`config.mk`:
```
export PLATFORM = sky130hd
export DESIGN_NAME = regFile
export DESIGN_NICKNAME = d
export VERILOG_FILES = /design/src/dataPathPkg.sv /design/src/regFile.sv
export VERILOG_INCLUDE_DIRS = /design/src /design/src/include
export SDC_FILE = /design/constraint.sdc
export NUM_CORES = 1
export LEC_CHECK = 0
export BUFFER_PORTS_ARGS = -buffer_cell sky130_fd_sc_hd__buf_2
export CORE_MARGIN = 2
export CORE_UTILIZATION = 60
export DETAILED_ROUTE_END_ITERATION = 16
export PLACE_DENSITY = 0.83
export REMOVE_ABC_BUFFERS = 1
export SYNTH_ARGS = -nofsm -noshare
export SYNTH_HDL_FRONTEND = slang
export SYNTH_SLANG_ARGS = --single-unit
```
`constraint.sdc`:
```
create_clock -name Clock -period 4.7 [get_ports Clock]
set_input_delay 0.705 -clock Clock [delete_from_list [all_inputs] [get_ports Clock]]
set_output_delay 0.705 -clock Clock [all_outputs]
set_load 0.02 [all_outputs]
```
`src/include/dataPath_defs.svh`:
```
// Datapath widths, register count, RAM depth and instruction field widths
`ifndef DATAPATH_DEFS_SVH
`define DATAPATH_DEFS_SVH

// Data and bus width
`define WORD_W 32

// General register file
`define NUM_REGS 16

// RAM depth and address width
`define MEM_WORDS 512
`define MEM_AW 9

// Constant field of the instruction, rc plus the low field
`define IMM_W 19

// Instruction word layout, msb first
// opcode [31:27], ra [26:23], rb [22:19], rc [18:15], imm [14:0]
`define OPC_W 5
`define REG_IDX_W 4
`define IMM_LO_W 15

`endif
```
`src/dataPathPkg.sv`:
```
// Control word struct, ALU operation enum and instruction field view
`include "dataPath_defs.svh"

package dataPathPkg;

   // One control word per cycle, driven by the controller
   typedef struct packed {
      // Bus sources
      logic rOut;
      logic baOut;
      logic pcOut;
      logic irOut;
      logic ryOut;
      logic rzLoOut;
      logic rzHiOut;
      logic hiOut;
      logic loOut;
      logic immOut;
      logic mdrOut;
      logic extOut;
      // Register loads
      logic rIn;
      logic pcIn;
      logic irIn;
      logic ryIn;
      logic rzIn;
      logic hiIn;
      logic loIn;
      logic marIn;
      logic mdrIn;
      // Register field selects
      logic gra;
      logic grb;
      logic grc;
      // Misc
      logic incPc;
      logic read;
      logic write;
      logic start;
   } ctrlWord;

   typedef enum logic [3:0] {
      opAdd = 4'd0,
      opSub = 4'd1,
      opAnd = 4'd2,
      opOr  = 4'd3,
      opShl = 4'd4,
      opShr = 4'd5,
      opNeg = 4'd6,
      opNot = 4'd7,
      opMul = 4'd8
   } aluOp;

   // rc sits on top of imm to form the 19-bit constant
   typedef struct packed {
      logic [`OPC_W-1:0]     opcode;
      logic [`REG_IDX_W-1:0] ra;
      logic [`REG_IDX_W-1:0] rb;
      logic [`REG_IDX_W-1:0] rc;
      logic [`IMM_LO_W-1:0]  imm;
   } instrFields;

endpackage

```
`src/regFile.sv`:
```
// General register file with bus write and zero-base read for R0
`timescale 1ns/1ps
`include "dataPath_defs.svh"

module regFile
   import dataPathPkg::*;
(
   input  logic                     Clock,
   input  logic                     arstN,
   input  ctrlWord                  ctrl,
   input  logic [`REG_IDX_W-1:0]    regIdx,
   input  logic [`WORD_W-1:0]       busData,
   output logic [`WORD_W-1:0]       rdData
);

   logic [`WORD_W-1:0] regs [`NUM_REGS];

   always_ff @(posedge Clock or negedge arstN) begin
      if (!arstN) begin
         for (int i = 0; i < `NUM_REGS; i++) begin
            regs[i] <= '0;
         end
      end else if (ctrl.rIn) begin
         regs[regIdx] <= busData;
      end
   end

   // Base-address read turns R0 into a constant zero
   always_comb begin
      if (ctrl.baOut && (regIdx == '0)) begin
         rdData = '0;
      end else begin
         rdData = regs[regIdx];
      end
   end

endmodule

```
==> flow_summary.json <==
{
  "synth_area_um2": 23200,
  "wl_met1_mm": 22.0,
  "dieArea_um2": 40300,
  "layout_commonest_cell": "dfrtp_1",
  "core_um2": 38400,
  "path_clk_slew_ns": 0.06,
  "netlist_instances": 1520,
  "wl_mm": 52.6,
  "cts_made_buffers": 52,
  "final-hold-violation-count": 0,
  "drc": 0,
  "wl_met3_mm": 2.53,
  "crit_required_ns": 3.99,
  "grt_use_total": 0.267,
  "clock-sinks": 512,
  "setup_viol": 0,
  "tightestPinTransition_ns": 1.12,
  "rows": 72,
  "antenna_found_initial": 5,
  "synth_warnings": 0,
  "drv_slew": 0,
  "synth-seq-cells": 512,
  "grt_overflow": 0,
  "crit_chain": "buf_4 > and2_2 > buf_4 > a22o_1 > o31ai_1 > buf_2",
  "htreeDepth": 2,
  "largest-register": "regs",
  "first_iter_violations": 790,
  "start_util": 0.605,
  "slew_headroom": 0.253,
  "viasPerCell": 6.35,
  "cts_resized": 0,
  "cts_tree": "yes",
  "path_class": "in -> out",
  "powerDensity_nw_per_um2": 476,
  "holdCritPathClass": "in -> async",
  "max_freq_ghz": 0.274,
  "crit_top_cell": "buf_4",
  "synth-seq-area-share": 0.552,
  "cts_hold_buf": 0,
  "port_buffers": 71,
  "area_delta_synth_final_pct": 11.4,
  "synth_cell_types": 29,
  "wl_per_cell_um": 25.0,
  "grt_max_degree": 116,
  "ir_drop_uv": 318,
  "setup_slack_ns": 1.05,
  "gp_congestion": 0.734,
  "dr.pass1.iters": 5,
  "async_reset_ff_frac": 1.00,
  "cap_violations": 0,
  "largest_reg_flops": 512,
  "finalNetCount": 1608,
  "yosys-top-cells-area": "dfrtp_1, mux2_2, mux4_2",
  "grt_pass1_wl_mm": 83.3,
  "finClkSkew_ns": 0,
  "critical-path-slowest-cell": "and2_2",
  "avgSynthCellArea_um2": 15.3,
  "synth_edf_count": 0,
  "worstPathArrival_ns": 2.95,
  "clk_latency_ns": 0.58,
  "grt_setup_unrepaired": "no",
  "finalCritPeriodShare": 0.777,
  "die_w_um": 201,
  "grt_pass1_vias": 14500,
  "synth.top_cell.area_share": 0.552,
  "whs_ns": 0.177,
  "layout-drive-gt1-share": 0.470,
  "vias": 13400,
  "min_period_ns": 3.65,
  "clock_path_buffers": 3,
  "cts_setup_buffers": 0,
  "cts-root-buf": "clkbuf_16",
  "top_regs": "regs x512",
  "ant_nets": 0,
  "layout_common_cells": "dfrtp_1, mux2_2, mux2i_1",
  "r2r_cells": 1,
  "dp_slack_ns": 1.02,
  "p_leak_nw": 11.5,
  "ys.flop_type": "dfrtp_1",
  "die_h_um": 201,
  "wl_met2_mm": 26.8,
  "critPathCaptureType": "primary output",
  "finalSetupTns_ns": 0,
  "dpl.hpwl_mm": 30.7,
  "critPathMaxStageDelay_ns": 0.87,
  "top_layer": "met4",
  "critPathMaxFanout": 39,
  "yosysTopAreaCell": "dfrtp_1",
  "ioPinCount": 98,
  "status": "completed",
  "setup.worst_path.start_class": "input pin"
}
## critical path, delay by kind of cell
family	cells	cell delay, ns
buffers and inverters	3	1.05
and+or+nand+nor	1	0.87
AOI/OAI and AO/OA	2	0.26
## logic make-up after synthesis
family                 synth area share
flip-flops                        0.552
AND/OR/NAND/NOR                 0.00782
buffers and inverters            0.0281
multiplexers                      0.366
AO/OA/AOI/OAI                    0.0466
## final timing paths
path | start | to | slack, ns
max reg2reg | regs[333] | regs[333] | 3.88
max in group asynchronous | arstN | regs[76] | 3.30
min in group Clock | regs[78] | regs[78] | 0.49
min reg2reg | regs[78] | regs[78] | 0.49
min | arstN | regs[328] | 0.18
max | regIdx[0] | rdData[7] | 1.05
## where the power goes
group	total, mW	switching (mW)	internal [mW]
registers	5.96	0.525	5.44
logic	2.15	0.891	1.26
clock network	4.21	1.69	2.51
## final cells by class
class,count,area (um^2)
Timing Repair Buffer,112,786
Inverter,2,7.51
Tap cell,518,648
Clock buffer,76,1520
Antenna cell,5,12.5
Sequential cell,512,12800
Multi-Input combinational cell,862,9850
Clock inverter,19,224
Fill cell,2620,12500
## metal layers
metal	vias to the layer above	global-route usage
met3	90	0.0508
met2	297	0.457
met1	7258	0.350
li1	5738	-
met5	-	0
met4	0	0.0788
## per-stage QoR
stage	power, mW	cells	instance area (um^2)	utilization
2_1_floorplan	7.43	1376	22600	-
3_3_place_gp	7.97	2006	24100	0.628
3_5_place_dp	8.17	2006	24100	0.628
4_1_cts	12.4	2101	25900	0.674
5_1_grt	12.9	2104	25900	0.674
6_report	12.3	2106	25900	0.674
## synthesized netlist by cell type, types with 3 or more instances
cell and instances:
dfrtp_1 512, mux2_2 464, mux2i_1 128, buf_2 71, clkbuf_1 67, a22o_1 64, mux4_2 64, mux2_1 48
a32oi_1 32, o31ai_1 32, nor2_1 4, nor2b_1 4, buf_1 3, nand2_1 3, nand3_1 3, nor3_1 3
nor3_2 3
No activity file was read; power rests on OpenSTA's default activity.
