==> src/include/dataPath_defs.svh <==
// Datapath widths, register count, RAM depth and instruction field widths
`ifndef DATAPATH_DEFS_SVH
`define DATAPATH_DEFS_SVH

// Data and bus width
`define WORD_W 32

// General register file
`define NUM_REGS 16

// RAM depth and address width
`define MEM_WORDS 512
`define MEM_AW 9

// Constant field of the instruction, rc plus the low field
`define IMM_W 19

// Instruction word layout, msb first
// opcode [31:27], ra [26:23], rb [22:19], rc [18:15], imm [14:0]
`define OPC_W 5
`define REG_IDX_W 4
`define IMM_LO_W 15

`endif
==> src/dataPathPkg.sv <==
// Control word struct, ALU operation enum and instruction field view
`include "dataPath_defs.svh"

package dataPathPkg;

   // One control word per cycle, driven by the controller
   typedef struct packed {
      // Bus sources
      logic rOut;
      logic baOut;
      logic pcOut;
      logic irOut;
      logic ryOut;
      logic rzLoOut;
      logic rzHiOut;
      logic hiOut;
      logic loOut;
      logic immOut;
      logic mdrOut;
      logic extOut;
      // Register loads
      logic rIn;
      logic pcIn;
      logic irIn;
      logic ryIn;
      logic rzIn;
      logic hiIn;
      logic loIn;
      logic marIn;
      logic mdrIn;
      // Register field selects
      logic gra;
      logic grb;
      logic grc;
      // Misc
      logic incPc;
      logic read;
      logic write;
      logic start;
   } ctrlWord;

   typedef enum logic [3:0] {
      opAdd = 4'd0,
      opSub = 4'd1,
      opAnd = 4'd2,
      opOr  = 4'd3,
      opShl = 4'd4,
      opShr = 4'd5,
      opNeg = 4'd6,
      opNot = 4'd7,
      opMul = 4'd8
   } aluOp;

   // rc sits on top of imm to form the 19-bit constant
   typedef struct packed {
      logic [`OPC_W-1:0]     opcode;
      logic [`REG_IDX_W-1:0] ra;
      logic [`REG_IDX_W-1:0] rb;
      logic [`REG_IDX_W-1:0] rc;
      logic [`IMM_LO_W-1:0]  imm;
   } instrFields;

endpackage

==> src/busRegs.sv <==
// PC, IR, RY, RZ, HI and LO registers plus the shared bus multiplexer
`timescale 1ns/1ps
`include "dataPath_defs.svh"

module busRegs
   import dataPathPkg::*;
(
   input  logic                     Clock,
   input  logic                     arstN,
   input  ctrlWord                  ctrl,
   input  logic [`WORD_W-1:0]       rdData,
   input  logic [`WORD_W-1:0]       immExt,
   input  logic [`WORD_W-1:0]       mdrData,
   input  logic [`WORD_W-1:0]       extData,
   input  logic [2*`WORD_W-1:0]     aluResult,
   input  logic                     aluDone,
   output logic [`WORD_W-1:0]       busData,
   output instrFields               ir,
   output logic [`WORD_W-1:0]       ryData
);

   logic [`WORD_W-1:0]   pc;
   logic [2*`WORD_W-1:0] rz;
   logic [`WORD_W-1:0]   hi;
   logic [`WORD_W-1:0]   lo;
   logic [11:0]          srcVec;

   always_ff @(posedge Clock or negedge arstN) begin
      if (!arstN) begin
         pc     <= '0;
         ir     <= '0;
         ryData <= '0;
         rz     <= '0;
         hi     <= '0;
         lo     <= '0;
      end else begin
         // A bus load wins over increment
         if (ctrl.pcIn) begin
            pc <= busData;
         end else if (ctrl.incPc) begin
            pc <= pc + `WORD_W'd1;
         end
         if (ctrl.irIn) ir <= busData;
         if (ctrl.ryIn) ryData <= busData;
         if (ctrl.hiIn) hi <= busData;
         if (ctrl.loIn) lo <= busData;
         // Result only lands when the ALU reports it ready
         if (ctrl.rzIn && aluDone) rz <= aluResult;
      end
   end

   assign srcVec = {ctrl.rOut, ctrl.baOut, ctrl.pcOut, ctrl.irOut,
                    ctrl.ryOut, ctrl.rzLoOut, ctrl.rzHiOut, ctrl.hiOut,
                    ctrl.loOut, ctrl.immOut, ctrl.mdrOut, ctrl.extOut};

   // AND-OR mux, idle bus reads zero
   assign busData = ({`WORD_W{ctrl.rOut | ctrl.baOut}} & rdData)
                  | ({`WORD_W{ctrl.pcOut}}            & pc)
                  | ({`WORD_W{ctrl.irOut}}            & ir)
                  | ({`WORD_W{ctrl.ryOut}}            & ryData)
                  | ({`WORD_W{ctrl.rzLoOut}}          & rz[`WORD_W-1:0])
                  | ({`WORD_W{ctrl.rzHiOut}}          & rz[2*`WORD_W-1:`WORD_W])
                  | ({`WORD_W{ctrl.hiOut}}            & hi)
                  | ({`WORD_W{ctrl.loOut}}            & lo)
                  | ({`WORD_W{ctrl.immOut}}           & immExt)
                  | ({`WORD_W{ctrl.mdrOut}}           & mdrData)
                  | ({`WORD_W{ctrl.extOut}}           & extData);

   // Single driver on the bus in any cycle
   busOneSrc: assert property (
      @(posedge Clock) disable iff (!arstN)
      $countones(srcVec) <= 1
   ) else $error("more than one bus source enabled");

endmodule

==> config.mk <==
export PLATFORM = sky130hd
export DESIGN_NAME = busRegs
export DESIGN_NICKNAME = d
export VERILOG_FILES = /design/src/dataPathPkg.sv /design/src/busRegs.sv
export VERILOG_INCLUDE_DIRS = /design/src /design/src/include
export SDC_FILE = /design/constraint.sdc
export NUM_CORES = 1
export LEC_CHECK = 0
export BUFFER_PORTS_ARGS = -buffer_cell sky130_fd_sc_hd__buf_2
export CAP_MARGIN = 10
export CORE_UTILIZATION = 50
export DETAILED_ROUTE_END_ITERATION = 6
export GPL_TIMING_DRIVEN = 0
export PLACE_DENSITY_LB_ADDON = 0.25
export SYNTH_ARGS = -nofsm -noshare
export SYNTH_HDL_FRONTEND = slang
export SYNTH_SLANG_ARGS = --single-unit
==> constraint.sdc <==
create_clock -name Clock -period 2.6 [get_ports Clock]
set_input_delay 0.26 -clock Clock [delete_from_list [all_inputs] [get_ports Clock]]
set_output_delay 0.26 -clock Clock [all_outputs]
set_load 0.02 [all_outputs]
==> flow_summary.ini <==
[run_status]
outcome = completed

[routing]
wl_per_cell_um = 23.4
drt_iter0_drc = 912
drc = 0
num_vias = 11100
drtPass1Iterations = 6
via_per_inst = 6.16
drt_wl_total_um = 42200
drtAntennaViolNets = 0

[run]
cap_violations = 0

[timing]
fmax_mhz = 386
hold_violations = 0
hold_slack_ns = 0.123
slew_viol_final = 0
setup_viol = 0
fin_crit_sh_pct = 99.7
max-slew-margin-rel_pct = 37.0
fin_setup_tns_ns = 0
tightest_slew_ns = 0.945
rsz0062_at_grt = no
finClkSkew_ns = 0.0261
fin_ws_ns = 0.00771
fin_crit_ns = 2.59

[logic_synthesis]
syn_area_um2 = 10700
yosys_warnings = 0
yosysSeqAreaShare_pct = 52.4
async_flop_share_pct = 100
synth_cells = 1108
syn_avg_cell_area_um2 = 9.66
ys_ff_latch = 224
synthDistinctLibCells = 34
synth_ff_type = dfrtp_1
synth_edf_count = 0
syn_nets = 1332

[clock_network]
numClockSinks = 224
clockBufferDepth = 3
cts-root-buf = clkbuf_16
cts_buffers = 25
clk_latency_ns = 0.54
h-tree-depth = 1
clk_pin_slew_ns = 0.06
cts_tree = built

[placed_design]
gp_congestion = 0.973
io_buffers = 305
place_ws_ns = 0.166
dp_hpwl_um = 30900

[power]
p_per_area_nw_per_um2 = 605
p_total_mw = 8.52
leakage_nw = 5.47
irDropWorstVdd_uv = 551

[global_route]
grt-ovfl-total = 0
first_global_vias = 10900
grt_pass1_wl_um = 62700
antenna_found_initial = 6
grt_max_degree = 116
grt_use_total_pct = 38.4

[min_path]
hold_path_class = input pin to flop

[finish]
layout-drive-gt1-share_pct = 27.4
final_nets = 1731
synthToLayoutAreaGrowth_pct = 31.7
utilization_pct = 67.0

[floorplan]
placeableCoreArea_um2 = 21000
die_w_um = 148
row_count = 53
initial_utilization_pct = 50.9
die_area_um2 = 22000
io_pins = 319
dieHeight_um = 148

[worst_setup_path]
worstSetupPathType = flop to primary output
worstPathMaxFanout = 6
cp.required_ns = 2.34
slowest_delay_ns = 0.58
worstPathCellList = a22oi_1, nand4_1, nor2_1, inv_1, buf_2
arrival_ns = 2.33
crit_path_end_kind = primary output
start_kind = flop
critPathTopFamily = simple AND/OR/NAND/NOR gates
rrSetupSlack_ns = 0.18
crit_buf_inv = 2
slowest_stage = nor2_1
==> state kept, by name, indices dropped and copies added, names as in the netlist <==
name,cells
pc,32
rz,64
hi,32
lo,32
ryData,32
ir,32
==> worst min-delay path, delay by kind of cell <==
family | cells | cell delay [ns]
compound gates | 1 | 0.07
simple gates | 1 | 0.13
buf+inv | 1 | 0.14
==> cell usage in the layout, fill, tap and decap left out, types with 25 or more instances in the layout <==
cell           count
buf_2            304
dfrtp_1          224
a22oi_1          160
nor2_1           158
a21oi_1          130
clkbuf_1          83
dlygate4sd3_1     65
mux2_2            64
o21ai_0           49
nand2_1           45
nand4_1           41
inv_1             38
clkbuf_16         25
==> area by class of cell <==
| type | instances | area (um2) |
|---|---|---|
| Antenna cell | 5 | 12.5 |
| Buffer | 81 | 313 |
| Clock buffer | 37 | 701 |
| Clock inverter | 8 | 96.3 |
| Fill cell | 1742 | 6930 |
| Inverter | 39 | 146 |
| Multi-Input combinational cell | 762 | 4630 |
| Sequential cell | 224 | 5610 |
| Tap cell | 275 | 344 |
| Timing Repair Buffer | 374 | 2240 |
==> stage by stage <==
stage	cell area, um2	instances
floorplan	10700	1108
global placement	12600	1688
detailed placement	12600	1689
CTS	14100	1799
global route	14100	1802
finish	14100	1805
==> what timing repair did <==
| item | CTS | global route |
|---|---|---|
| hold endpoints to repair | 173 | 0 |
| buffers inserted | 0 | 3 |
| setup endpoints to repair | 0 | 6 |
| gates resized for setup | 0 | 3 |
| hold buffers | 65 | 0 |
==> cell usage after synthesis, drive strengths merged, types with 7 or more instances <==
master | count | share of area (%)
a21oi | 130 | 6.1
a22oi | 160 | 11
a31oi | 15 | 0.88
buf | 7 | 0.32
clkbuf | 76 | 2.7
dfrtp | 224 | 52
inv | 39 | 1.4
mux2 | 64 | 6.7
nand2 | 45 | 1.6
nand3 | 9 | 0.51
nand4 | 41 | 2.4
nor2 | 161 | 5.6
nor3 | 21 | 0.98
o211ai | 10 | 0.70
o21ai | 49 | 2.3
o31ai | 14 | 0.98
or4 | 21 | 1.5
xnor2 | 8 | 0.65
==> routing by layer <==
| layer | GRT usage [%] | wire [um] | up-vias |
|---|---|---|---|
| met3 | 7.30 | 4000 | 144 |
| met1 | 48.7 | 15800 | 5381 |
| met2 | 62.1 | 19800 | 695 |
| li1 | - | - | 4892 |
| met4 | 21.3 | 2560 | 2 |
| met5 | 0 | 8 | - |
==> worst paths after layout <==
check | startpoint | endpoint | cells after the start
setup / recovery | pc[19] | busData[19] | 5
hold / removal | ctrl[14] | pc[14] | 3
max in group asynchronous | arstN | pc[6] | 3
setup reg to reg | pc[3] | pc[29] | 5
min in group asynchronous | arstN | ir[24] | 2
hold reg to reg | rz[34] | rz[34] | 1
==> cell families (layout without fill, tap and decap cells) <==
logic type                 Yosys count  in the layout  share of synthesized area [%]
and+or+nand+nor                    306            306                           13.2
xor gates and xnor gates            10             10                          0.819
buffers and inverters              122            539                           4.36
muxes                               64             64                           6.74
AOI/OAI and AO/OA                  381            381                           22.4
DFF                                224            224                           52.4
adders and majority gates            1              1                          0.117
other                                0              5                              0
==> power breakdown <==
part	leakage [nW]	total [mW]	internal, mW	switching [mW]
Clock	0.389	3.50	2.06	1.44
Sequential	2.19	3.82	3.67	0.146
Combinational	2.89	1.20	0.510	0.691
Total	5.47	8.52	6.24	2.28
No activity file was read; power rests on OpenSTA's default activity.
