**src/include/dataPath_defs.svh**
```systemverilog
// Datapath widths, register count, RAM depth and instruction field widths
`ifndef DATAPATH_DEFS_SVH
`define DATAPATH_DEFS_SVH

// Data and bus width
`define WORD_W 32

// General register file
`define NUM_REGS 16

// RAM depth and address width
`define MEM_WORDS 512
`define MEM_AW 9

// Constant field of the instruction, rc plus the low field
`define IMM_W 19

// Instruction word layout, msb first
// opcode [31:27], ra [26:23], rb [22:19], rc [18:15], imm [14:0]
`define OPC_W 5
`define REG_IDX_W 4
`define IMM_LO_W 15

`endif
```
**src/dataPathPkg.sv**
```systemverilog
// Control word struct, ALU operation enum and instruction field view
`include "dataPath_defs.svh"

package dataPathPkg;

   // One control word per cycle, driven by the controller
   typedef struct packed {
      // Bus sources
      logic rOut;
      logic baOut;
      logic pcOut;
      logic irOut;
      logic ryOut;
      logic rzLoOut;
      logic rzHiOut;
      logic hiOut;
      logic loOut;
      logic immOut;
      logic mdrOut;
      logic extOut;
      // Register loads
      logic rIn;
      logic pcIn;
      logic irIn;
      logic ryIn;
      logic rzIn;
      logic hiIn;
      logic loIn;
      logic marIn;
      logic mdrIn;
      // Register field selects
      logic gra;
      logic grb;
      logic grc;
      // Misc
      logic incPc;
      logic read;
      logic write;
      logic start;
   } ctrlWord;

   typedef enum logic [3:0] {
      opAdd = 4'd0,
      opSub = 4'd1,
      opAnd = 4'd2,
      opOr  = 4'd3,
      opShl = 4'd4,
      opShr = 4'd5,
      opNeg = 4'd6,
      opNot = 4'd7,
      opMul = 4'd8
   } aluOp;

   // rc sits on top of imm to form the 19-bit constant
   typedef struct packed {
      logic [`OPC_W-1:0]     opcode;
      logic [`REG_IDX_W-1:0] ra;
      logic [`REG_IDX_W-1:0] rb;
      logic [`REG_IDX_W-1:0] rc;
      logic [`IMM_LO_W-1:0]  imm;
   } instrFields;

endpackage

```
**src/alu.sv**
```systemverilog
// Single-cycle logic and arithmetic unit with iterative signed shift-add multiply
`timescale 1ns/1ps
`include "dataPath_defs.svh"

module alu
   import dataPathPkg::*;
(
   input  logic                     Clock,
   input  logic                     arstN,
   input  aluOp                     op,
   input  logic                     start,
   input  logic [`WORD_W-1:0]       a,
   input  logic [`WORD_W-1:0]       b,
   output logic [2*`WORD_W-1:0]     result,
   output logic                     done
);

   logic                   busy;
   logic [4:0]             count;
   logic [2*`WORD_W-1:0]   mcand;
   logic [2*`WORD_W-1:0]   acc;
   logic [2*`WORD_W-1:0]   accNext;
   logic [`WORD_W-1:0]     mplier;
   logic                   negProd;
   logic [`WORD_W-1:0]     magA;
   logic [`WORD_W-1:0]     magB;
   logic [`WORD_W-1:0]     simpleRes;

   always_comb begin
      case (op)
         opAdd:   simpleRes = a + b;
         opSub:   simpleRes = a - b;
         opAnd:   simpleRes = a & b;
         opOr:    simpleRes = a | b;
         opShl:   simpleRes = a << b[4:0];
         opShr:   simpleRes = a >> b[4:0];
         opNeg:   simpleRes = -b;
         opNot:   simpleRes = ~b;
         default: simpleRes = '0;
      endcase
   end

   // Multiply works on magnitudes, sign is fixed up on the last step
   assign magA = a[`WORD_W-1] ? -a : a;
   assign magB = b[`WORD_W-1] ? -b : b;
   assign accNext = acc + (mplier[0] ? mcand : '0);

   always_ff @(posedge Clock or negedge arstN) begin
      if (!arstN) begin
         busy    <= 1'b0;
         count   <= '0;
         mcand   <= '0;
         acc     <= '0;
         mplier  <= '0;
         negProd <= 1'b0;
         result  <= '0;
         done    <= 1'b0;
      end else begin
         done <= 1'b0;
         if (busy) begin
            acc    <= accNext;
            mcand  <= mcand << 1;
            mplier <= mplier >> 1;
            count  <= count + 5'd1;
            // 32nd partial product, done shows 33 cycles after start
            if (count == 5'd31) begin
               busy   <= 1'b0;
               done   <= 1'b1;
               result <= negProd ? -accNext : accNext;
            end
         end else if (start) begin
            if (op == opMul) begin
               busy    <= 1'b1;
               count   <= '0;
               acc     <= '0;
               mcand   <= {{`WORD_W{1'b0}}, magA};
               mplier  <= magB;
               negProd <= a[`WORD_W-1] ^ b[`WORD_W-1];
            end else begin
               result <= {{`WORD_W{1'b0}}, simpleRes};
               done   <= 1'b1;
            end
         end
      end
   end

   // Controller must wait for done before the next request
   noStartBusy: assert property (
      @(posedge Clock) disable iff (!arstN)
      start |-> !busy
   ) else $error("ALU start during multiply");

endmodule

```
**config.mk**
```make
export PLATFORM = sky130hd
export DESIGN_NAME = alu
export DESIGN_NICKNAME = d
export VERILOG_FILES = /design/src/dataPathPkg.sv /design/src/alu.sv
export VERILOG_INCLUDE_DIRS = /design/src /design/src/include
export SDC_FILE = /design/constraint.sdc
export NUM_CORES = 1
export LEC_CHECK = 0
export BUFFER_PORTS_ARGS = -buffer_cell sky130_fd_sc_hd__buf_2
export CORE_ASPECT_RATIO = 1.25
export CORE_MARGIN = 3
export CORE_UTILIZATION = 40
export DETAILED_ROUTE_END_ITERATION = 6
export HOLD_SLACK_MARGIN = 0.1
export SLEW_MARGIN = 15
export SYNTH_ARGS = -nofsm -noshare
export SYNTH_HDL_FRONTEND = slang
export SYNTH_SLANG_ARGS = --single-unit
```
**constraint.sdc**
```tcl
create_clock -name Clock -period 12.6 [get_ports Clock]
set_input_delay 2.52 -clock Clock [delete_from_list [all_inputs] [get_ports Clock]]
set_output_delay 2.52 -clock Clock [all_outputs]
set_load 0.02 [all_outputs]
```
==> metrics.md <==
| Metric | Value |
|---|---|
| Outcome | `finished clean` |
| # fillers | `slightly above 6,000` |
| Register area | `just under 6000 um^2` |
| Leak pwr | `approximately 11 nW` |
| Hold Crit Depth | `2` |
| Crit path time final | `8.58 ns` |
| Crit path arrival time | `9.01 ns` |
| Worst path cell trace | `buf_2 -> inv_2 -> buf_4 -> ha_1 -> or3b_2 -> or3_1 -> or3_1 -> nor4_2 -> nand2_1 -> or3_1 -> nor3_1 -> nor2_1 -> xnor2_1 -> ha_1 -> a21o_1 -> a21oi_1 -> nor2_1 -> a211oi_1 -> o21ai_0 -> xnor2_1 -> nand3_1 -> o2111ai_1` |
| Total global routing overflow | `0` |
| Layout cells sized above 1 | `0.0824` |
| Pwr/cell area | `156 nW/um^2` |
| Clock Skews | `approximately 0.020 ns` |
| Worst Path Max Fanout | `61` |
| Mapped cell area | `around 24,000 um^2` |
| Gp weighted congestion | `~1.0` |
| Maximum Capacitance Violations | `0` |
| Placed cells | `3,947` |
| Root buf cell | `clkbuf_16` |
| Worst Setup End Kind | `flop` |
| Mapped Cells | `roughly 3,300` |
| Vias | `approximately 24,000` |
| First-pass DRT Iterations | `6` |
| Setup Fix Bufs, Post-CTS | `0` |
| Die width | `approximately 220 um` |
| Clock Latency Late Sink | `between 0.5 and 0.6 ns` |
| Tcrit/Tclk final | `0.681` |
| Critical path type | `in -> reg` |
| Antenna violations before repair | `1` |
| CTS H-tree depth | `1` |
| Tightest Pin Transition | `around 1.3 ns` |
| Area delta synth->final | `8.11%` |
| Crit path depth | `22` |
| Syn_nets | `3,462` |
| RSZ-0062 raised after global routing | `false` |
| Wire per inst | `24.0 um` |
| Core area | `slightly below 60,000 um^2` |
| Worst setup SP type | `primary input` |
| Non-Filler Instances | `3,999` |
| NumNets Final | `between 3,000 and 4,000` |
| Final Hold Viols | `0` |
| Family with the most delay on the worst path | `simple AND/OR/NAND/NOR gates` |
| Total Die Area | `approximately 62,000 um^2` |
| Buf/Inv on CP | `3` |
| First-pass GRT wire length | `145,000 um` |
| Vert. Die Dim | `between 200 and 300 um` |
| Most frequent CP cell | `or3_1` |
| Post-synth EDFFs | `0` |
| Cts bufs inserted | `28` |
| FF+latch count, synth | `between 200 and 250` |
| CP required | `about 13 ns` |
| Post-synthesis sequential area ratio | `0.245` |
| Area taken by multi-input logic gates | `16,800 um^2` |
| Row count | `between 90 and 100` |
| Io pins | `~140` |
| Final Max Slew Viols | `0` |
| Min-delay worst type | `reg -> reg` |
| Total wire length | `96,000 um` |
| DRC errors left | `0` |
| Largest net degree at the start of global routing | `193` |
| TritonCTS clock tree | `yes` |
| Worst r2r path cells | `15` |
| Initial core utilization | `0.405` |
| Final Setup Violations | `0` |
| Asr flop ratio synth | `1.00` |
| Iteration-0 DRC Markers | `roughly 1,900` |
| Worst rel slew slack | `0.139` |
| Maximum clock rate | `around 120 MHz` |
| Yosys warns | `0` |
| CP max stage cell | `buf_4` |
| Number of vias per cell | `6.09` |
| Post-route setup TNS | `0 ns` |
| Post_cts resized | `0` |
| Post-synth top flop | `dfrtp_1` |
| Post-detail-place hpwl | `between 70,000 and 80,000 um` |
| Yosys cell types | `88` |
| Clock transition at path regs | `~0.07 ns` |
| Hold buffers post-CTS | `0` |
| Number of global-route vias before repair | `23,700` |
| Crit-path max cell delay | `0.66 ns` |
| # clock sinks | `around 230` |
| Detail Route Antenna Nets | `0` |
| Worst IR drop on VDD | `about 120 uV` |
| Ant. Diodes | `0` |
| Port buffer count | `about 140` |
| Synthesized area per cell | `about 7.2 um^2` |
| Tot GR Track Use | `0.299` |
| CTS Buffer Depth | `3` |
==> sequential cells by signal, indices dropped and copies added (netlist names) <==
| name | count |
|---|---|
| acc | 64 |
| mcand | 64 |
| result | 64 |
| mplier | 32 |
| count | 5 |
| busy | 1 |
| done | 1 |
| negProd | 1 |
==> metal layers <==
layer  track usage  vias up  share of wire
li1              -    11700              -
met1         0.356    11400           0.40
met2         0.510      943           0.47
met3        0.0333      285          0.053
met4         0.194        2          0.079
met5             0        -        0.00019
==> final timing paths <==
kind / startpoint / endpoint / slack (ns)
max in group asynchronous: arstN / busy / 9.26
setup / recovery: b[1] / result[31] / 4.02
hold / removal: result[45] / result[45] / 0.47
setup reg to reg: mplier[0] / result[56] / 6.04
min in group asynchronous: arstN / acc[35] / 1.95
hold reg to reg: result[45] / result[45] / 0.47
==> cells by family (layout without fill, tap and decap cells) <==
logic type,after synthesis,after routing,share of synthesized area
multiplexers,97,97,0.0423
flip-flops,232,232,0.245
AO/OA/AOI/OAI,1098,1098,0.282
XOR/XNOR,228,228,0.0841
buffers and inverters,302,260,0.0484
adder cells (fa/ha/maj),107,107,0.0570
AND/OR/NAND/NOR,1220,1220,0.242
==> final cells by class <==
class	instances	area share
sequential	232	0.226
clock inverter	13	0.00741
tap	757	0.0369
timing repair buffer	168	0.0374
inverter	40	0.00585
clock buffer	39	0.0309
multi-input combinational	2750	0.655
==> per-stage QoR <==
stage / area, um^2 / worst slack [ns] / power (mW) / utilization / hold slack (ns)
after floorplan: 23700 / 4.60 / 2.43 / - / 0.448
after global placement: 24700 / 3.54 / 3.11 / 0.421 / 0.459
after detailed placement: 24700 / 3.53 / 3.12 / 0.421 / 0.465
after CTS: 25700 / 4.12 / 4.01 / 0.438 / 0.479
after global routing: 25700 / 3.57 / 4.27 / 0.438 / 0.503
final: 25700 / 4.02 / 4.01 / 0.438 / 0.471
==> synth_stat cells (42+ instances only) <==
| cell | number | area, um^2 |
|---|---|---|
| nor3_1 | 57 | 285 |
| ha_1 | 105 | 1310 |
| nand3_1 | 69 | 345 |
| nand2b_1 | 51 | 319 |
| o21ai_0 | 415 | 2080 |
| nand2_1 | 467 | 1750 |
| mux2i_1 | 88 | 881 |
| dfrtp_1 | 232 | 5810 |
| xor2_1 | 138 | 1210 |
| a21o_1 | 53 | 398 |
| a211oi_1 | 44 | 330 |
| xnor2_1 | 90 | 788 |
| clkbuf_1 | 228 | 856 |
| nor2_1 | 290 | 1090 |
| or3_1 | 42 | 263 |
| and2_1 | 87 | 544 |
| a21oi_1 | 284 | 1420 |
==> worst register-to-register path: cells and delay by family, from the launching register on <==
kind,cells,cell delay [ns]
and+or+nand+nor,6,2.73
AOI/OAI and AO/OA,6,2.26
buffers and inverters,1,0.50
adders and majority gates,1,0.38
DFF,1,0.35
xor gates and xnor gates,1,0.21
==> power by group <==
| group | internal, mW | total (mW) | switching (mW) |
|---|---|---|---|
| sequential | 0.968 | 1.17 | 0.201 |
| combinational | 0.630 | 1.96 | 1.33 |
| clock | 0.525 | 0.881 | 0.357 |
==> cell usage in the layout (no fill, tap or decap), drive strengths merged, types with 28 or more instances in the layout <==
cell type    n
nand2      467
o21ai      421
nor2       291
a21oi      285
dfrtp      232
buf        168
xor2       138
ha         105
xnor2       90
mux2i       88
and2        87
nand3       69
nor3        57
a21o        53
nand2b      51
a211oi      44
or3         43
inv         41
clkbuf      39
nand4       38
o31ai       28
No activity file was read; power rests on OpenSTA's default activity.
