<file path="src/include/dataPath_defs.svh">
// Datapath widths, register count, RAM depth and instruction field widths
`ifndef DATAPATH_DEFS_SVH
`define DATAPATH_DEFS_SVH

// Data and bus width
`define WORD_W 32

// General register file
`define NUM_REGS 16

// RAM depth and address width
`define MEM_WORDS 512
`define MEM_AW 9

// Constant field of the instruction, rc plus the low field
`define IMM_W 19

// Instruction word layout, msb first
// opcode [31:27], ra [26:23], rb [22:19], rc [18:15], imm [14:0]
`define OPC_W 5
`define REG_IDX_W 4
`define IMM_LO_W 15

`endif
</file>
<file path="src/dataPathPkg.sv">
// Control word struct, ALU operation enum and instruction field view
`include "dataPath_defs.svh"

package dataPathPkg;

   // One control word per cycle, driven by the controller
   typedef struct packed {
      // Bus sources
      logic rOut;
      logic baOut;
      logic pcOut;
      logic irOut;
      logic ryOut;
      logic rzLoOut;
      logic rzHiOut;
      logic hiOut;
      logic loOut;
      logic immOut;
      logic mdrOut;
      logic extOut;
      // Register loads
      logic rIn;
      logic pcIn;
      logic irIn;
      logic ryIn;
      logic rzIn;
      logic hiIn;
      logic loIn;
      logic marIn;
      logic mdrIn;
      // Register field selects
      logic gra;
      logic grb;
      logic grc;
      // Misc
      logic incPc;
      logic read;
      logic write;
      logic start;
   } ctrlWord;

   typedef enum logic [3:0] {
      opAdd = 4'd0,
      opSub = 4'd1,
      opAnd = 4'd2,
      opOr  = 4'd3,
      opShl = 4'd4,
      opShr = 4'd5,
      opNeg = 4'd6,
      opNot = 4'd7,
      opMul = 4'd8
   } aluOp;

   // rc sits on top of imm to form the 19-bit constant
   typedef struct packed {
      logic [`OPC_W-1:0]     opcode;
      logic [`REG_IDX_W-1:0] ra;
      logic [`REG_IDX_W-1:0] rb;
      logic [`REG_IDX_W-1:0] rc;
      logic [`IMM_LO_W-1:0]  imm;
   } instrFields;

endpackage

</file>
<file path="src/selectEncode.sv">
// Register index select and constant sign extension from the instruction register
`timescale 1ns/1ps
`include "dataPath_defs.svh"

module selectEncode
   import dataPathPkg::*;
(
   input  logic                     Clock,
   input  logic                     arstN,
   input  instrFields               ir,
   input  ctrlWord                  ctrl,
   output logic [`REG_IDX_W-1:0]    regIdx,
   output logic [`WORD_W-1:0]       immExt
);

   logic [`IMM_W-1:0] constField;

   // Pick the register field named by the active select line
   always_comb begin
      if (ctrl.gra) begin
         regIdx = ir.ra;
      end else if (ctrl.grb) begin
         regIdx = ir.rb;
      end else if (ctrl.grc) begin
         regIdx = ir.rc;
      end else begin
         regIdx = '0;
      end
   end

   // 19-bit constant spans rc and the low immediate field
   assign constField = {ir.rc, ir.imm};
   assign immExt = {{(`WORD_W - `IMM_W){constField[`IMM_W-1]}}, constField};

   // Any register file access needs exactly one field select
   selOneHot: assert property (
      @(posedge Clock) disable iff (!arstN)
      (ctrl.rIn || ctrl.rOut || ctrl.baOut) |-> $onehot({ctrl.gra, ctrl.grb, ctrl.grc})
   ) else $error("register access without a single field select");

endmodule

</file>
<file path="config.mk">
export PLATFORM = sky130hd
export DESIGN_NAME = selectEncode
export DESIGN_NICKNAME = d
export VERILOG_FILES = /design/src/dataPathPkg.sv /design/src/selectEncode.sv
export VERILOG_INCLUDE_DIRS = /design/src /design/src/include
export SDC_FILE = /design/constraint.sdc
export NUM_CORES = 1
export LEC_CHECK = 0
export BUFFER_PORTS_ARGS = -buffer_cell sky130_fd_sc_hd__buf_4
export CORE_MARGIN = 4
export CORE_UTILIZATION = 19
export DETAILED_ROUTE_END_ITERATION = 8
export GPL_TIMING_DRIVEN = 0
export PLACE_DENSITY = 0.9
export SYNTH_ARGS = -nofsm -noshare
export SYNTH_HDL_FRONTEND = slang
export SYNTH_SLANG_ARGS = --single-unit
export TNS_END_PERCENT = 5
</file>
<file path="constraint.sdc">
create_clock -name vclk -period 0.8
set_input_delay 0.16 -clock vclk [all_inputs]
set_output_delay 0.16 -clock vclk [all_outputs]
set_load 0.02 [all_outputs]
</file>
==> results of run 1 <==
[synth_stat cells (all sizes together)]
cell,number
buf,32
a21oi,8
nand3b,4
and2b,3
nor2b,1
[metal layers]
metal | wire length, µm | share of wire | vias to the layer above
met1 | 385 | 0.32 | 180
met3 | 219 | 0.18 | 0
met4 | 0 | 0 | 0
met5 | 0 | 0 | -
li1 | - | - | 226
met2 | 607 | 0.50 | 44
[power breakdown]
part	switching, mW	internal (mW)	leakage (nW)
clock	0	0	0
combinational	0.241	0.304	0.444
sequential	0	0	0
[worst min-delay path by stage]
stage          slack (ps)  start         to  cells after the start
2_1_floorplan         430  ir[0]  immExt[0]                      1
3_3_place_gp          520  ir[4]  immExt[4]                      2
3_5_place_dp          520  ir[0]  immExt[0]                      2
4_1_cts               520  ir[0]  immExt[0]                      2
5_1_grt               520  ir[2]  immExt[2]                      2
6_report              520  ir[0]  immExt[0]                      2
[worst max-delay path, delay by kind of cell]
kind	cells	cell delay [ps]
compound gates	1	140
simple gates	1	170
buf+inv	2	260
[cell type report]
type	count	area, µm²	share of cell area
plain buffers	32	240.2	0.3038
multi-input cells	16	113.9	0.1440
well taps	25	31.28	0.03956
repair buffers	51	405.4	0.5127
[cells by family (layout without fill, tap and decap cells)]
| group | after synthesis | in the layout |
|---|---|---|
| and+or+nand+nor | 8 | 8 |
| AOI/OAI and AO/OA | 8 | 8 |
| buffers and inverters | 32 | 83 |
[timing repair]
item	in CTS	in global routing
hold buffers	0	0
pin swaps	1	1
resized for setup	3	3
setup endpoints to repair	4	4
==> results.toml, run 1 <==
[run_status]
outcome = "finished with violations"
violations = "setup timing"

[yosys]
synth_cell_types = 6
yosys_warnings = 0
synthXorXnorAreaFrac = 0
syn_inst = 48
synth_top_cell_area_share = 0.6857
synth_area_leaders = "buf_4, nand3b_1, a21oi_2"
synth-compound-area-share = 0.1464
yosys.area_share.simple = 0.1679
yosysTopAreaCell = "buf_4"
ys_seq_area_frac = 0
synthMuxAreaShare = 0
synth_fa_ha_area_frac = 0
synth_top_family_by_area = "buffers and inverters"
syn_area_per_cell_um2 = 7.299
syn-num-nets = 110
syn-cell-area_um2 = 350.3

[final_layout]
seq_cells = 0
drive_gt1_frac = 0.8788
nets = 163
area_growth_pct = 125.7
stdcell_area_um2 = 790.8
regArea_um2 = 0
layout.cells.most_common = "buf_4"
stdcell_count = 124
antenna_cells = 0
utilization = 0.4530
num-clock-buffers = 0
layout_common_cells = "buf_4, nand3b_1, a21oi_1, a21oi_2, buf_6"
nFillCells = 175

[power]
power_density_mw_per_mm2 = 689.0
finalPower_uw = 544.9
p_leak_nw = 0.4440
irDropWorstVdd_v = 0.0003402

[sta]
tns_ps = -301.5
slew_violations = 0
fmax_mhz = 1122
finalHoldViolations = 0
period_needed_ps = 891.6
worst_slew_pin_slew_ps = 182.7
finalCritPeriodShare = 1.115
rsz0062_at_grt = "yes"
finalSetupViolCount = 4
timing.hold.ws_ps = 517.2
slew_headroom = 0.8782
finalWorstSetupSlack_ps = -91.62

[floorplan]
rows = 15
initial_utilization = 0.2007
die-area_mm2 = 0.002595
die_y_um = 50.94
core_area_mm2 = 0.001745
ioPinCount = 98
die_w_um = 50.94

[grt]
top_usage_layer = "met2"
grt_pass1_wl_um = 1704
antenna_found_initial = 0
grt_use_met2 = 0.1545
gr-total-overflow = 0
grtUsageMet1 = 0.09201
grt_start_max_net_pins = 16
use_met3 = 0.02041
grt_use_total = 0.08000
grt_pass1_vias = 412

[routing]
drt_iter0_drc = 2
drtAntennaViolNets = 0
viasPerCell = 3.629
vias = 450
drc_errors = 0
routed_wl_um = 1212
firstDrtPassIters = 2
wl_per_cell_um = 9.774

[worst_setup_path]
crit_path_end = "regIdx[0]"
path_max_fanout = 8
critPathMaxStageDelay_ps = 170
crit_required_ps = 640
crit_slowest_cell = "nand3b_1"
critPathCaptureType = "output pin"
crit_start = "ctrl[5]"
crit_type = "primary input to output pin"
arrival_ps = 730
crit_path_cell_trace = "buf_8, nand3b_1, a21oi_2, buf_4"
cp-start-kind = "primary input"

[clocking]
postCtsSetupBuffers = 0

[place]
numPortBuffers = 51
gp_congestion = 0.6510
place_hpwl_um = 1107
dp.cells = 124
place_ws_ps = -114.5
dpl_cell_area_um2 = 768.2

[job]
maxCapViolations = 0

[hold_path]
hold_class = "primary input to output pin"
(Power assumes the default switching activity.)
==> run 2, diff against run 1 <==
- BUFFER_PORTS_ARGS: -buffer_cell sky130_fd_sc_hd__buf_4 -> -buffer_cell sky130_fd_sc_hd__buf_2
==> results.toml, run 2 (synthesis gave the netlist of run 1 again) <==
[routing]
viasPerCell = 3.653
wl_per_cell_um = 8.540
drtAntennaViolNets = 0
drc_errors = 0
routed_wl_um = 1059
firstDrtPassIters = 1
vias = 453
drt_iter0_drc = 0

[final_layout]
nets = 163
antenna_cells = 0
nFillCells = 178
layout.cells.most_common = "buf_2"
layout_common_cells = "buf_2, buf_4"
multiInputGateArea_um2 = 113.9
drive_gt1_frac = 0.8788
seq_cells = 0
area_growth_pct = 94.29
num-clock-buffers = 0
regArea_um2 = 0
utilization = 0.3900

[worst_setup_path]
cp-start-kind = "primary input"
arrival_ps = 710
crit_required_ps = 640
critPathCaptureType = "output pin"
critPathMaxStageDelay_ps = 160
path_max_fanout = 8
crit_path_cell_trace = "buf_8, nand3b_1, a21oi_2, buf_4"
crit_family = "buffers and inverters"
crit_slowest_cell = "nand3b_1"
crit_type = "primary input to output pin"
cp.buffers_inverters = 2

[sta]
finalHoldViolations = 0
slew_headroom = 0.8810
worst_slew_pin_slew_ps = 178.5
slew_violations = 0
period_needed_ps = 872.4
finalWorstSetupSlack_ps = -72.42
rsz0062_at_grt = "yes"
timing.hold.ws_ps = 537.3
finalCritPeriodShare = 1.091
fmax_mhz = 1146
finalSetupViolCount = 4

[floorplan]
rows = 15
initial_utilization = 0.2007
die-area_mm2 = 0.002595
die_w_um = 50.94
ioPinCount = 98
core_area_mm2 = 0.001745
die_y_um = 50.94

[grt]
top_usage_layer = "met2"
grt_start_max_net_pins = 16
use_met3 = 0.002915
grtUsageMet1 = 0.1007
grt_pass1_vias = 403
antenna_found_initial = 0
grt_use_total = 0.07212
grt_pass1_wl_um = 1580
grt_use_met2 = 0.1288
gr-total-overflow = 0

[power]
finalPower_uw = 474.0
p_leak_nw = 0.4057
power_density_mw_per_mm2 = 696.4
irDropWorstVdd_v = 0.0002956

[clocking]
postCtsSetupBuffers = 0
hold_buffers = 0

[place]
numPortBuffers = 51
place_hpwl_um = 979.2
gp_congestion = 0.6789

[job]
maxCapViolations = 0

[hold_path]
hold_class = "primary input to output pin"

[run_status]
outcome = "finished with violations"
violations = "setup timing"
[run 2: cell counts in the layout (fill, tap and decap cells not counted)]
Identical to the previous run, type by type.
[run 2: per-layer routing]
metal  vias up  routed length (µm)
li1        226                   -
met1       183                 399
met2        44                 500
met3         0                 159
met4         0                   0
met5         -                   0
[run 2: report_power, final]
part	switching (mW)	internal, mW	total [mW]
registers	0	0	0
clock network	0	0	0
logic	0.233	0.241	0.474
total	0.233	0.241	0.474
[run 2: final timing paths]
check | from | endpoint | slack (ps) | cells after the start
max | ctrl[5] | regIdx[3] | -70 | 4
min | ir[0] | immExt[0] | 540 | 2
[run 2: final cells by class]
type | count | share of cell area
repair buffers | 51 | 0.4338
plain buffers | 32 | 0.3529
well taps | 25 | 0.04596
multi-input cells | 16 | 0.1673
[run 2: metrics by stage]
step	area, µm²	cells	TNS (ps)	setup slack, ps
2_1_floorplan	354.1	48	0	77.96
3_3_place_gp	640.6	124	-886.6	-155.4
6_report	680.7	124	-226.7	-72.42
5_1_grt	680.7	124	-345.4	-109.5
3_5_place_dp	640.6	124	-1216	-176.7
4_1_cts	673.1	124	-240.7	-87.28
[run 2: repair_timing]
action,4_1_cts,5_1_grt
setup endpoints to repair,18,4
resized for setup,11,2
pin swaps,1,1
endpoints found under the hold margin,0,0
==> run 3, diff against run 2 <==
- CAP_MARGIN: default -> 10
- CORE_UTILIZATION: 19 -> 21
- GPL_TIMING_DRIVEN: 0 -> default
- PLACE_DENSITY: 0.9 -> 0.94
- clock period: 0.8 -> 0.81 ns (I/O delays scaled with it)
==> results.toml, run 3 (synthesis gave the netlist of run 1 again) <==
[place]
place_hpwl_um = 689.8
gp_congestion = 0.5716
numPortBuffers = 36
dp.cells = 69

[worst_setup_path]
crit_path_end = "regIdx[1]"
crit_path_cell_trace = "buf_8, nand3b_1, a21oi_2, buf_4"
crit_start = "ctrl[5]"
path_max_fanout = 8
cp.buffers_inverters = 2
critPathMaxStageDelay_ps = 170
crit_type = "primary input to output pin"
arrival_ps = 730
crit_family = "buffers and inverters"
critPathCaptureType = "output pin"
cp-start-kind = "primary input"
path_depth = 4
crit_slowest_cell = "nand3b_1"
crit_required_ps = 650

[final_layout]
antenna_cells = 0
area_growth_pct = 0.3571
seq_cells = 0
drive_gt1_frac = 0.7736
layout.cells.most_common = "buf_2"
stdcell_count = 69
nFillCells = 182
multiInputGateArea_um2 = 113.9
utilization = 0.2281
layout_common_cells = "buf_2, nand3b_1, a21oi_1, a21oi_2, buf_4"
nets = 117
num-clock-buffers = 0
regArea_um2 = 0

[power]
p_leak_nw = 0.1944
irDropWorstVdd_v = 0.0002278
power_density_mw_per_mm2 = 750.7

[sta]
slew_headroom = 0.8822
slew_violations = 0
fmax_mhz = 1123
finalHoldViolations = 0
finalCritPeriodShare = 1.099
period_needed_ps = 890.3
worst_slew_pin_slew_ps = 176.7
finalSetupViolCount = 4
rsz0062_at_grt = "yes"
finalWorstSetupSlack_ps = -80.31

[grt]
antenna_found_initial = 0
gr-total-overflow = 0
grt_pass1_wl_um = 1166
grt_start_max_net_pins = 15
grt_pass1_vias = 267
grt_use_total = 0.05632

[clocking]
hold_buffers = 0
postCtsSetupBuffers = 0

[routing]
wl_per_cell_um = 11.78
viasPerCell = 4.174
drt_iter0_drc = 2
routed_wl_um = 813
drtAntennaViolNets = 0
firstDrtPassIters = 2
drc_errors = 0
vias = 288

[floorplan]
die-area_mm2 = 0.002386
core_area_mm2 = 0.001541
die_w_um = 48.85
die_y_um = 48.85
initial_utilization = 0.2273
ioPinCount = 98
rows = 14

[run_status]
outcome = "finished with violations"
violations = "setup timing"

[hold_path]
hold_class = "primary input to output pin"

[job]
maxCapViolations = 0
## run 3: how the worst min path moves through the flow
stage | startpoint | end | slack, ps | cells after the start
2_1_floorplan | ir[0] | immExt[0] | 440 | 1
3_3_place_gp | ir[10] | immExt[10] | 320 | 0
3_5_place_dp | ir[10] | immExt[10] | 320 | 0
4_1_cts | ir[10] | immExt[10] | 320 | 0
5_1_grt | ir[9] | immExt[9] | 320 | 0
6_report | ir[13] | immExt[13] | 320 | 0
## run 3: area by class of cell
cell class,count,area share
timing repair buffer,37,0.6192
multi-input combinational,16,0.3238
tap,16,0.05694
## run 3: report_power, final
part | internal, mW | switching, mW | total, mW
logic | 0.115 | 0.149 | 0.264
clock network | 0 | 0 | 0
registers | 0 | 0 | 0
total | 0.115 | 0.149 | 0.264
## run 3: per-layer routing
metal / global-route usage / share of wire
met1: 0.05678 / 0.30
met2: 0.1196 / 0.59
met3: 0.006116 / 0.098
met4: 0.008969 / 0.0074
met5: 0 / 0
## run 3: timing repair
item	4_1_cts	5_1_grt
setup endpoints to repair	4	4
resized for setup	9	1
pin swaps	1	1
## run 3: per-stage QoR
stage | setup TNS, ps | hold slack (ps) | total power, mW | instance area, µm² | setup WS [ps]
after floorplan | 0 | 436.6 | 0.2958 | 354.1 | 83.96
after global placement | -388.8 | 324.1 | 0.2392 | 321.6 | -104.5
after detailed placement | -435.6 | 324.1 | 0.2442 | 321.6 | -119.2
after CTS | -205.0 | 324.1 | 0.2631 | 347.8 | -74.31
after global routing | -353.2 | 324.0 | 0.2832 | 351.6 | -121.6
final | -201.5 | 324.0 | 0.2639 | 351.6 | -80.31
